## src/apuPkg.sv

```systemverilog
// ----------------------------------------------------------
// Pulse subsystem constants, shared types and lookup tables
// Only the two pulse channels exist, other status bits read 0
// ----------------------------------------------------------
`default_nettype none

package apuPkg;

  // ----------------------------------------------------------
  // Register map, 5-bit CPU address
  // ----------------------------------------------------------
  localparam logic [4:0] REG_PULSE1 = 5'h00;  // Group 0, regs 0x00-0x03
  localparam logic [4:0] REG_PULSE2 = 5'h04;  // Group 1, regs 0x04-0x07
  localparam logic [4:0] REG_STATUS = 5'h15;  // Enable write, status read
  localparam logic [4:0] REG_FRAME  = 5'h17;  // Frame counter control

  // Sequencer counts at which the frame pulses fire
  localparam logic [15:0] STEP1 = 16'd7457;
  localparam logic [15:0] STEP2 = 16'd14913;
  localparam logic [15:0] STEP3 = 16'd22371;
  localparam logic [15:0] STEP4 = 16'd29829;
  localparam logic [15:0] STEP5 = 16'd37281;

  typedef logic [3:0]  chanLevel_t;
  typedef logic [10:0] period_t;
  typedef logic [15:0] mixSample_t;

  typedef enum logic [1:0] {
    DUTY_12 = 2'd0,
    DUTY_25 = 2'd1,
    DUTY_50 = 2'd2,
    DUTY_75 = 2'd3   // Inverted 25%
  } dutyMode_e;

  typedef enum logic {
    FOUR_STEP = 1'b0,
    FIVE_STEP = 1'b1
  } frameMode_e;

  // Length load values, indexed by data bits 7:3 of register 3
  localparam logic [7:0] LEN_TABLE [32] = '{
    8'h0A, 8'hFE, 8'h14, 8'h02, 8'h28, 8'h04, 8'h50, 8'h06,
    8'hA0, 8'h08, 8'h3C, 8'h0A, 8'h0E, 8'h0C, 8'h1A, 8'h0E,
    8'h0C, 8'h10, 8'h18, 8'h12, 8'h30, 8'h14, 8'h60, 8'h16,
    8'hC0, 8'h18, 8'h48, 8'h1A, 8'h10, 8'h1C, 8'h20, 8'h1E
  };

  // Nonlinear pulse mix, indexed by the sum of both levels
  localparam logic [15:0] PULSE_TABLE [31] = '{
    16'd0,     16'd760,   16'd1503,  16'd2228,  16'd2936,  16'd3627,
    16'd4303,  16'd4963,  16'd5609,  16'd6240,  16'd6858,  16'd7462,
    16'd8053,  16'd8631,  16'd9198,  16'd9752,  16'd10296, 16'd10828,
    16'd11349, 16'd11860, 16'd12361, 16'd12852, 16'd13334, 16'd13807,
    16'd14270, 16'd14725, 16'd15171, 16'd15609, 16'd16039, 16'd16461,
    16'd16876
  };

endpackage

`default_nettype wire

```

## src/apuChanBus.sv

```systemverilog
// ----------------------------------------------------------
// Register write path from the decoder to one pulse channel
// ----------------------------------------------------------
`timescale 1ns/1ps
`default_nettype none

interface apuChanBus;

  logic       wr;       // One-cycle write strobe
  logic [1:0] regSel;   // Register 0..3 inside the channel
  logic [7:0] data;     // Write data
  logic [7:0] lenLoad;  // Length counter load value

  // Decoder side
  modport decoder (
    output wr,
    output regSel,
    output data,
    output lenLoad
  );

  // Channel side
  modport chan (
    input wr,
    input regSel,
    input data,
    input lenLoad
  );

endinterface

`default_nettype wire

```

## src/apuRegDecode.sv

```systemverilog
// ----------------------------------------------------------
// CPU write decode, strobes are combinational from addr/mw
// Frame fields show the written value during the write cycle
// ----------------------------------------------------------
`timescale 1ns/1ps
`default_nettype none

module apuRegDecode import apuPkg::*; (
  input  logic        clk,
  input  logic        reset,
  input  logic        ce,
  input  logic [4:0]  addr,
  input  logic [7:0]  din,
  input  logic        mw,
  input  logic        mr,
  apuChanBus.decoder  pulse1Bus,
  apuChanBus.decoder  pulse2Bus,
  output logic [1:0]  enable,
  output logic        frameWr,
  output frameMode_e  frameMode,
  output logic        irqInhibit,
  output logic        statusRead
);

  frameMode_e modeQ;     // Held frame mode
  logic       inhibitQ;  // Held interrupt inhibit
  logic [7:0] lenLoad;

  assign lenLoad = LEN_TABLE[din[7:3]];

  // Channel write paths
  assign pulse1Bus.wr      = mw && (addr[4:2] == REG_PULSE1[4:2]);
  assign pulse1Bus.regSel  = addr[1:0];
  assign pulse1Bus.data    = din;
  assign pulse1Bus.lenLoad = lenLoad;

  assign pulse2Bus.wr      = mw && (addr[4:2] == REG_PULSE2[4:2]);
  assign pulse2Bus.regSel  = addr[1:0];
  assign pulse2Bus.data    = din;
  assign pulse2Bus.lenLoad = lenLoad;

  assign frameWr    = mw && (addr == REG_FRAME);
  assign statusRead = mr && (addr == REG_STATUS);

  // New fields are visible to the sequencer on the write cycle itself
  assign frameMode  = frameWr ? frameMode_e'(din[7]) : modeQ;
  assign irqInhibit = frameWr ? din[6] : inhibitQ;

  always_ff @(posedge clk) begin
    if (reset) begin
      enable   <= 2'b00;
      modeQ    <= FOUR_STEP;
      inhibitQ <= 1'b0;
    end else if (ce) begin
      if (mw && (addr == REG_STATUS))
        enable <= din[1:0];  // Bits 2..4 have no channel
      if (frameWr) begin
        modeQ    <= frameMode_e'(din[7]);
        inhibitQ <= din[6];
      end
    end
  end

  // Only one channel may see a given write
  assert property (@(posedge clk) disable iff (reset)
    !(pulse1Bus.wr && pulse2Bus.wr));

endmodule

`default_nettype wire

```

## src/apuFrameSeq.sv

```systemverilog
// ----------------------------------------------------------
// Frame sequencer, 4-step and 5-step modes, counts ce cycles
// Frame flag stays clear while the interrupt is inhibited
// ----------------------------------------------------------
`timescale 1ns/1ps
`default_nettype none

module apuFrameSeq import apuPkg::*; (
  input  logic       clk,
  input  logic       reset,
  input  logic       ce,
  input  logic       frameWr,
  input  frameMode_e frameMode,
  input  logic       irqInhibit,
  input  logic       statusRead,
  output logic       quarterClk,
  output logic       halfClk,
  output logic       oddEven,
  output logic       irq
);

  logic [15:0] stepCnt;
  logic        delayedWr;  // Frame write seen on an odd phase
  logic [1:0]  irqCnt;     // Holds the flag after step 4
  logic        frameFlag;
  logic        flagNext;
  logic        restart;

  assign restart = delayedWr || (frameWr && !oddEven);

  always_comb begin
    flagNext = frameFlag;
    if (statusRead)
      flagNext = 1'b0;
    if (irqCnt[1])
      flagNext = 1'b1;  // A read cannot clear it yet
    if ((stepCnt == STEP4) && (frameMode == FOUR_STEP))
      flagNext = 1'b1;
    if (irqInhibit)
      flagNext = 1'b0;
  end

  always_ff @(posedge clk) begin
    if (reset) begin
      stepCnt    <= 16'd4;
      oddEven    <= 1'b0;
      delayedWr  <= 1'b0;
      irqCnt     <= 2'b00;
      frameFlag  <= 1'b0;
      quarterClk <= 1'b0;
      halfClk    <= 1'b0;
    end else if (ce) begin
      frameFlag  <= flagNext;
      oddEven    <= ~oddEven;
      irqCnt     <= {irqCnt[0], 1'b0};
      stepCnt    <= stepCnt + 16'd1;
      quarterClk <= 1'b0;
      halfClk    <= 1'b0;

      // ------------------------------------------------------------
      // Step decode
      // ------------------------------------------------------------
      case (stepCnt)
        STEP1, STEP3: quarterClk <= 1'b1;
        STEP2: begin
          quarterClk <= 1'b1;
          halfClk    <= 1'b1;
        end
        STEP4: begin
          if (frameMode == FOUR_STEP) begin
            quarterClk <= 1'b1;
            halfClk    <= 1'b1;
            stepCnt    <= 16'd0;
            irqCnt     <= 2'b11;
          end
        end
        STEP5: begin  // Only reachable in 5-step mode
          quarterClk <= 1'b1;
          halfClk    <= 1'b1;
          stepCnt    <= 16'd0;
        end
        default: ;
      endcase

      // Frame write, immediate on even phase, one cycle late on odd
      delayedWr <= frameWr && oddEven;
      if (restart) begin
        stepCnt <= 16'd0;
        if (frameMode == FIVE_STEP) begin
          quarterClk <= 1'b1;
          halfClk    <= 1'b1;
        end
      end
    end
  end

  assign irq = frameFlag;

  assert property (@(posedge clk) disable iff (reset) halfClk |-> quarterClk);

endmodule

`default_nettype wire

```

## src/apuPulseChan.sv

```systemverilog
// ----------------------------------------------------------
// Pulse channel, register writes act on the next ce cycle
// SECOND_PULSE picks the two's-complement negative sweep
// ----------------------------------------------------------
`timescale 1ns/1ps
`default_nettype none

module apuPulseChan import apuPkg::*; #(
  parameter bit SECOND_PULSE = 1'b0
) (
  input  logic       clk,
  input  logic       reset,
  input  logic       ce,
  input  logic       enable,
  input  logic       quarterClk,
  input  logic       halfClk,
  apuChanBus.chan    bus,
  output chanLevel_t level,
  output logic       lenActive
);

  // Register 0
  dutyMode_e   duty;
  logic        envLoop;     // Also halts the length counter
  logic        constVol;
  logic [3:0]  volume;
  // Register 1
  logic        sweepEn;
  logic [2:0]  sweepPeriod;
  logic        sweepNeg;
  logic [2:0]  sweepShift;
  logic        sweepReload;
  logic [2:0]  sweepDiv;
  // Timer and sequencer
  period_t     period;
  logic [11:0] timer;
  logic [2:0]  seqPos;
  // Length and envelope
  logic [7:0]  lenCnt;
  logic        envStart;
  logic [3:0]  envDiv;
  logic [3:0]  envVol;
  // Sweep target
  period_t     shifted;
  period_t     adjust;
  logic [11:0] target;
  logic        validFreq;
  logic        dutyHigh;

  assign shifted   = period >> sweepShift;
  assign adjust    = sweepNeg ? (~shifted + {10'd0, SECOND_PULSE}) : shifted;
  assign target    = {1'b0, period} + {1'b0, adjust};
  assign validFreq = (period >= 11'd8) && (sweepNeg || !target[11]);
  assign lenActive = (lenCnt != 8'd0);

  always_ff @(posedge clk) begin
    if (reset) begin
      duty        <= DUTY_12;
      envLoop     <= 1'b0;
      constVol    <= 1'b0;
      volume      <= 4'd0;
      sweepEn     <= 1'b0;
      sweepPeriod <= 3'd0;
      sweepNeg    <= 1'b0;
      sweepShift  <= 3'd0;
      sweepReload <= 1'b0;
      sweepDiv    <= 3'd0;
      period      <= '0;
      timer       <= 12'd0;
      seqPos      <= 3'd0;
      lenCnt      <= 8'd0;
      envStart    <= 1'b0;
      envDiv      <= 4'd0;
      envVol      <= 4'd0;
    end else if (ce) begin
      // ------------------------------------------------------------
      // Register writes, the clocked units below take priority
      // ------------------------------------------------------------
      if (bus.wr) begin
        case (bus.regSel)
          2'd0: begin
            duty     <= dutyMode_e'(bus.data[7:6]);
            envLoop  <= bus.data[5];
            constVol <= bus.data[4];
            volume   <= bus.data[3:0];
          end
          2'd1: begin
            sweepEn     <= bus.data[7];
            sweepPeriod <= bus.data[6:4];
            sweepNeg    <= bus.data[3];
            sweepShift  <= bus.data[2:0];
            sweepReload <= 1'b1;
          end
          2'd2: period[7:0] <= bus.data;
          2'd3: begin
            period[10:8] <= bus.data[2:0];
            lenCnt       <= bus.lenLoad;
            envStart     <= 1'b1;
            seqPos       <= 3'd0;
          end
          default: ;
        endcase
      end

      // Timer steps the duty sequencer backward
      if (timer == 12'd0) begin
        timer  <= {period, 1'b1};
        seqPos <= seqPos - 3'd1;
      end else begin
        timer <= timer - 12'd1;
      end

      if (halfClk) begin
        if (lenActive && !envLoop)
          lenCnt <= lenCnt - 8'd1;
        if (sweepDiv == 3'd0) begin
          sweepDiv <= sweepPeriod;
          if (sweepEn && (sweepShift != 3'd0) && validFreq)
            period <= target[10:0];
        end else begin
          sweepDiv <= sweepDiv - 3'd1;
        end
        if (sweepReload)
          sweepDiv <= sweepPeriod;
        sweepReload <= 1'b0;
      end

      if (quarterClk) begin
        if (envStart) begin
          envDiv   <= volume;
          envVol   <= 4'd15;
          envStart <= 1'b0;
        end else if (envDiv == 4'd0) begin
          envDiv <= volume;
          if ((envVol != 4'd0) || envLoop)
            envVol <= envVol - 4'd1;  // Wraps to 15 when looping
        end else begin
          envDiv <= envDiv - 4'd1;
        end
      end

      if (!enable)
        lenCnt <= 8'd0;  // Disabled channel loses its length
    end
  end

  // Output level
  always_comb begin
    case (duty)
      DUTY_12: dutyHigh = (seqPos == 3'd7);
      DUTY_25: dutyHigh = (seqPos >= 3'd6);
      DUTY_50: dutyHigh = (seqPos >= 3'd4);
      DUTY_75: dutyHigh = (seqPos < 3'd6);
    endcase
    if (!lenActive || !validFreq || !dutyHigh)
      level = 4'd0;
    else
      level = constVol ? volume : envVol;
  end

  // Enable from the status register clears the length counter
  assert property (@(posedge clk) disable iff (reset)
    (ce && !enable) |=> (lenCnt == 8'd0));

endmodule

`default_nettype wire

```

## src/apuMixer.sv

```systemverilog
// ----------------------------------------------------------
// Pulse mixer and status byte, sample lags levels by a cycle
// ----------------------------------------------------------
`timescale 1ns/1ps
`default_nettype none

module apuMixer import apuPkg::*; (
  input  logic       clk,
  input  logic       reset,
  input  logic       ce,
  input  logic [1:0] chanMask,    // Bit n passes channel n+1
  input  chanLevel_t level1,
  input  chanLevel_t level2,
  input  logic       lenActive1,
  input  logic       lenActive2,
  input  logic       frameIrq,
  output mixSample_t sample,
  output logic [7:0] dout
);

  logic [4:0] mix1;
  logic [4:0] mix2;
  logic [4:0] mixSum;  // At most 30

  assign mix1   = chanMask[0] ? {1'b0, level1} : 5'd0;
  assign mix2   = chanMask[1] ? {1'b0, level2} : 5'd0;
  assign mixSum = mix1 + mix2;

  // ----------------------------------------------------------
  // Table lookup
  // ----------------------------------------------------------
  always_ff @(posedge clk) begin
    if (reset)
      sample <= '0;
    else if (ce)
      sample <= PULSE_TABLE[mixSum];
  end

  // Status byte
  assign dout = {
    1'b0,        // No DMC interrupt
    frameIrq,
    4'b0000,     // DMC, noise, triangle absent
    lenActive2,
    lenActive1
  };

endmodule

`default_nettype wire

```

## src/apuTop.sv

```systemverilog
// ----------------------------------------------------------
// Two-channel pulse sound unit, all state advances on ce
// ----------------------------------------------------------
`timescale 1ns/1ps
`default_nettype none

module apuTop import apuPkg::*; (
  input  logic       clk,
  input  logic       reset,
  input  logic       ce,
  input  logic [4:0] addr,
  input  logic [7:0] din,
  input  logic       mw,
  input  logic       mr,
  input  logic [1:0] chanMask,
  output logic [7:0] dout,
  output mixSample_t sample,
  output logic       irq,
  output logic       oddEven
);

  apuChanBus pulse1Bus ();
  apuChanBus pulse2Bus ();

  logic [1:0] enable;
  logic       frameWr;
  frameMode_e frameMode;
  logic       irqInhibit;
  logic       statusRead;
  logic       quarterClk;
  logic       halfClk;
  chanLevel_t level1;
  chanLevel_t level2;
  logic       lenActive1;
  logic       lenActive2;

  // ----------------------------------------------------------
  // Input side
  // ----------------------------------------------------------
  apuRegDecode regDecode (
    .clk, .reset, .ce, .addr, .din, .mw, .mr,
    .pulse1Bus (pulse1Bus.decoder),
    .pulse2Bus (pulse2Bus.decoder),
    .enable, .frameWr, .frameMode, .irqInhibit, .statusRead
  );

  apuFrameSeq frameSeq (
    .clk, .reset, .ce, .frameWr, .frameMode, .irqInhibit, .statusRead,
    .quarterClk, .halfClk, .oddEven, .irq
  );

  // Channel 1 uses ones'-complement sweep, channel 2 two's
  apuPulseChan #(.SECOND_PULSE(1'b0)) pulse1 (
    .clk, .reset, .ce, .enable (enable[0]), .quarterClk, .halfClk,
    .bus (pulse1Bus.chan), .level (level1), .lenActive (lenActive1)
  );

  apuPulseChan #(.SECOND_PULSE(1'b1)) pulse2 (
    .clk, .reset, .ce, .enable (enable[1]), .quarterClk, .halfClk,
    .bus (pulse2Bus.chan), .level (level2), .lenActive (lenActive2)
  );

  apuMixer mixer (
    .clk, .reset, .ce, .chanMask, .level1, .level2,
    .lenActive1, .lenActive2, .frameIrq (irq), .sample, .dout
  );

endmodule

`default_nettype wire

```

## config.mk

```make
export PLATFORM = sky130hd
export DESIGN_NAME = apuTop
export DESIGN_NICKNAME = d
export VERILOG_FILES = /design/src/apuPkg.sv /design/src/apuChanBus.sv /design/src/apuRegDecode.sv /design/src/apuFrameSeq.sv /design/src/apuPulseChan.sv /design/src/apuMixer.sv /design/src/apuTop.sv
export SDC_FILE = /design/constraint.sdc
export NUM_CORES = 1
export LEC_CHECK = 0
export ABC_AREA = 0
export BUFFER_PORTS_ARGS = -buffer_cell sky130_fd_sc_hd__buf_2
export CAP_MARGIN = 10
export CORE_MARGIN = 2
export CORE_UTILIZATION = 35
export CTS_BUF_LIST = sky130_fd_sc_hd__clkbuf_8 sky130_fd_sc_hd__clkbuf_16
export CTS_CLUSTER_DIAMETER = 80
export DETAILED_ROUTE_END_ITERATION = 7
export GPL_ROUTABILITY_DRIVEN = 1
export PLACE_DENSITY = 0.57
export SYNTH_ARGS = -nofsm -noshare
export SYNTH_HDL_FRONTEND = slang
export SYNTH_SLANG_ARGS = --single-unit
```

## constraint.sdc

```tcl
create_clock -name clk -period 8.7 [get_ports clk]
set_input_delay 0.435 -clock clk [delete_from_list [all_inputs] [get_ports clk]]
set_output_delay 0.435 -clock clk [all_outputs]
set_load 0.05 [all_outputs]
```

==> metrics.md <==
| Metric | Value |
|---|---|
| Critical R2R Capture | `mixer.sample[3]$_SDFFE_PP0P_` |
| Vias per inst | `5.79` |
| Unique masters post-synth | `87` |
| PortBufs | `39` |
| Mapped cell area | `0.0123 mm2` |
| PD cells | `165 mW/mm2` |
| DRT iter0 DRCs | `915` |
| Synthesized flop and latch total | `168` |
| Pins Over Slew Limit | `0` |
| Hold Startpoint | `reset` |
| FMAX | `142 MHz` |
| DRT antenna net count | `0` |
| Status | `completed` |
| RSZ-0062 raised after global routing | `false` |
| Hold buffer count at CTS | `0` |
| TritonCTS Buffers | `17` |
| Post_cts resized | `0` |
| Synth top area cells | `dfxtp_1 27%, mux2i_1 6.3%, ha_1 6.2%, a21oi_1 5.7%, nor2_1 5.6%` |
| Slew headroom | `0.271` |
| Die Wd | `191 um` |
| YS warnings | `0` |
| Nets | `1667` |
| Post-layout util | `0.386` |
| Tmin final | `7.02 ns` |
| Fin. Hold Viols | `0` |
| Post-DR wirelength/cell | `17.9 um` |
| RR Startpoint | `pulse2.sweepShift[0]$_SDFFE_PP0P_` |
| Area delta synth->final | `8.46%` |
| Initial antenna violation count | `3` |
| Tot GR Track Use | `0.203` |
| FF-to-FF setup slack | `1.68 ns` |
| Critical Path Start Type | `flop` |
| EDFF count, synth | `0` |
| Initial Util | `0.356` |
| Min-Delay Path Depth | `2` |
| Vias in the first global route | `11100` |
| Total power | `2.20 mW` |
| Leak | `5.02 nW` |
| Fin Clk Skew | `0.0151 ns` |
| Most frequent cell after synthesis | `nor2_1` |
| DIE HEIGHT | `191 um` |
| Worst Hold End | `pulse2.timer[2]$_SDFFE_PP0P_` |
| Routability cong. | `0.925` |
| Slew @ Worst Pin | `1.09 ns` |
| Reg2Reg Depth | `19` |
| Post-Route WL | `36700 um` |
| Maxcap violations | `0` |
| Latest clock arrival within the worst-skew pair | `0.44 ns` |
| Clock buffer depth | `2` |
| Number of iterations in the first detailed-routing pass | `6` |
| Share of the synthesized area in the top cell type | `0.273` |
| Type of the worst setup path | `flop to flop` |
| FFs w/ async S/R, synth | `0` |
| Global-route wire length before repair | `59700 um` |
| Dpl hpwl | `25700 um` |
| CTS Sinks | `168` |
| Fillers | `3671` |
| Arrival time worst endpoint | `7.41 ns` |
| Final-report setup violation count | `0` |
| Syn Area/Cell | `7.57 um2` |
| Share of post-route cells with drive strength above 1 | `0.0752` |
| DRC viols | `0` |
| Critical Path RT | `9.09 ns` |
| Rows | `68` |
| Setup TNS | `0 ns` |
| H-tree lvl count | `4` |
| Largest net degree at the start of global routing | `80` |
| Max rail drop VDD | `98.4 uV` |
| Post-CTS Setup Bufs | `0` |
| Seq/Total Area, Yosys | `0.273` |
| Worst-path clk slew | `0.07 ns` |
| Hold Crit Class | `input pin to flop` |
| Total grt overflow | `0` |
| Max FO, Critical Path | `18` |
| Mapped Cells | `1625` |
| Top cells by count, synth | `185 x nor2_1, 168 x dfxtp_1, 160 x nand2_1` |
| Synth area leader | `dfxtp_1` |
| Via Count | `11900` |
| Core area | `0.0345 mm2` |
| Fin crit share | `0.807` |
| I/O pin count | `46` |
| Clock root cell | `clkbuf_16` |
| Synth Flop Type | `dfxtp_1` |
| Die ar. | `0.0367 mm2` |
| CTS tree | `built` |
| Endpoint class of the critical path | `flop` |
flip-flops by register name, indices dropped and copies added (netlist names), 3 cells and up:
name                flops
mixer.sample           15
pulse2.sweepPeriod      3
pulse2.seqPos           3
pulse1.sweepShift       3
pulse2.envDiv           4
pulse2.envVol           4
pulse2.sweepDiv         3
pulse1.sweepDiv         3
pulse1.timer           12
pulse2.volume           4
pulse1.envDiv           4
pulse1.volume           4
pulse2.lenCnt           8
pulse2.timer           12
pulse1.sweepPeriod      3
pulse1.lenCnt           8
frameSeq.stepCnt       16
pulse1.period          11
pulse1.envVol           4
pulse2.sweepShift       3
pulse2.period          11
pulse1.seqPos           3
critical path: stages, from the launching register on:
cell and delay [ns]:
dfxtp_1 0.83, inv_1 0.31, mux2i_1 0.27, a21oi_1 0.14, ha_1 0.33, nor2_1 0.04
a21oi_1 0.24, ha_1 0.29, a211oi_1 0.28, o21bai_1 0.15, a2111o_1 0.51, a31oi_4 0.35
nand3_1 0.24, or2_2 0.36, fa_1 0.49, xnor2_1 0.86, nand3_1 0.54, or2_2 0.44
a21boi_0 0.17, a211o_1 0.12
final cells by class:
type                    instances  area, um2  area share
flip-flops and latches        168       3360       0.252
repair buffers                 52        298      0.0223
clock inverters                11        159      0.0119
inverters                      67        251      0.0189
well taps                     455        569      0.0427
diodes                          3       7.51    0.000563
clock buffers                  21        480      0.0360
multi-input cells            1277       8210       0.616
through the flow:
stage | setup slack [ns] | instance area (um2) | std cells | hold slack, ns
after CTS | 1.77 | 13300 | 2051 | 0.327
after detailed placement | 1.81 | 12700 | 2019 | 0.452
final | 1.68 | 13300 | 2054 | 0.336
after floorplan | 3.18 | 12300 | 1630 | 0.432
after global placement | 1.88 | 12700 | 2019 | 0.442
after global routing | 1.10 | 13300 | 2054 | 0.326
routing by layer:
layer / track usage / vias up / part of all wire
li1: - / 5850 / -
met1: 0.273 / 5678 / 0.47
met2: 0.337 / 315 / 0.47
met3: 0.0235 / 49 / 0.042
met4: 0.0666 / 0 / 0.021
met5: 0 / - / 0
cell families (layout without fill, tap and decap cells):
family                     after synthesis  in the layout  share of synthesized area
AOI/OAI and AO/OA                      459            459                      0.246
xor gates and xnor gates                40             40                     0.0285
adders and majority gates               64             64                     0.0669
buffers and inverters                  185            151                     0.0612
DFF                                    168            168                      0.273
muxes                                   88             88                     0.0763
other                                    1              9                   0.000305
and+or+nand+nor                        620            620                      0.247
worst max-delay path by stage:
stage	startpoint	end	slack, ns	cells past startpoint
after global routing	pulse2.sweepShift[0]$_SDFFE_PP0P_	mixer.sample[6]$_SDFFE_PP0P_	1.10	19
after detailed placement	pulse2.sweepShift[0]$_SDFFE_PP0P_	mixer.sample[3]$_SDFFE_PP0P_	1.81	19
after CTS	pulse2.sweepShift[0]$_SDFFE_PP0P_	mixer.sample[3]$_SDFFE_PP0P_	1.77	19
final	pulse2.sweepShift[0]$_SDFFE_PP0P_	mixer.sample[3]$_SDFFE_PP0P_	1.68	19
after floorplan	pulse2.sweepShift[0]$_SDFFE_PP0P_	mixer.sample[9]$_SDFFE_PP0P_	3.18	23
after global placement	pulse2.sweepShift[0]$_SDFFE_PP0P_	mixer.sample[3]$_SDFFE_PP0P_	1.88	19
placed cells by master (no fill, tap or decap), types with 20 or more instances in the layout:
cell	n
nor2_1	184
dfxtp_1	168
nand2_1	160
a21oi_1	139
o21ai_0	94
mux2i_1	78
inv_1	65
ha_1	61
nand3_1	58
nor3_1	42
buf_2	37
a211oi_1	35
nor4_1	28
xnor2_1	25
nor2b_1	20
o211ai_1	20
power breakdown:
group	switching [mW]	internal, mW
clock	0.347	0.488
sequential	0.0596	0.825
combinational	0.302	0.175
total	0.708	1.49
Power figures use the tool's default switching activity.
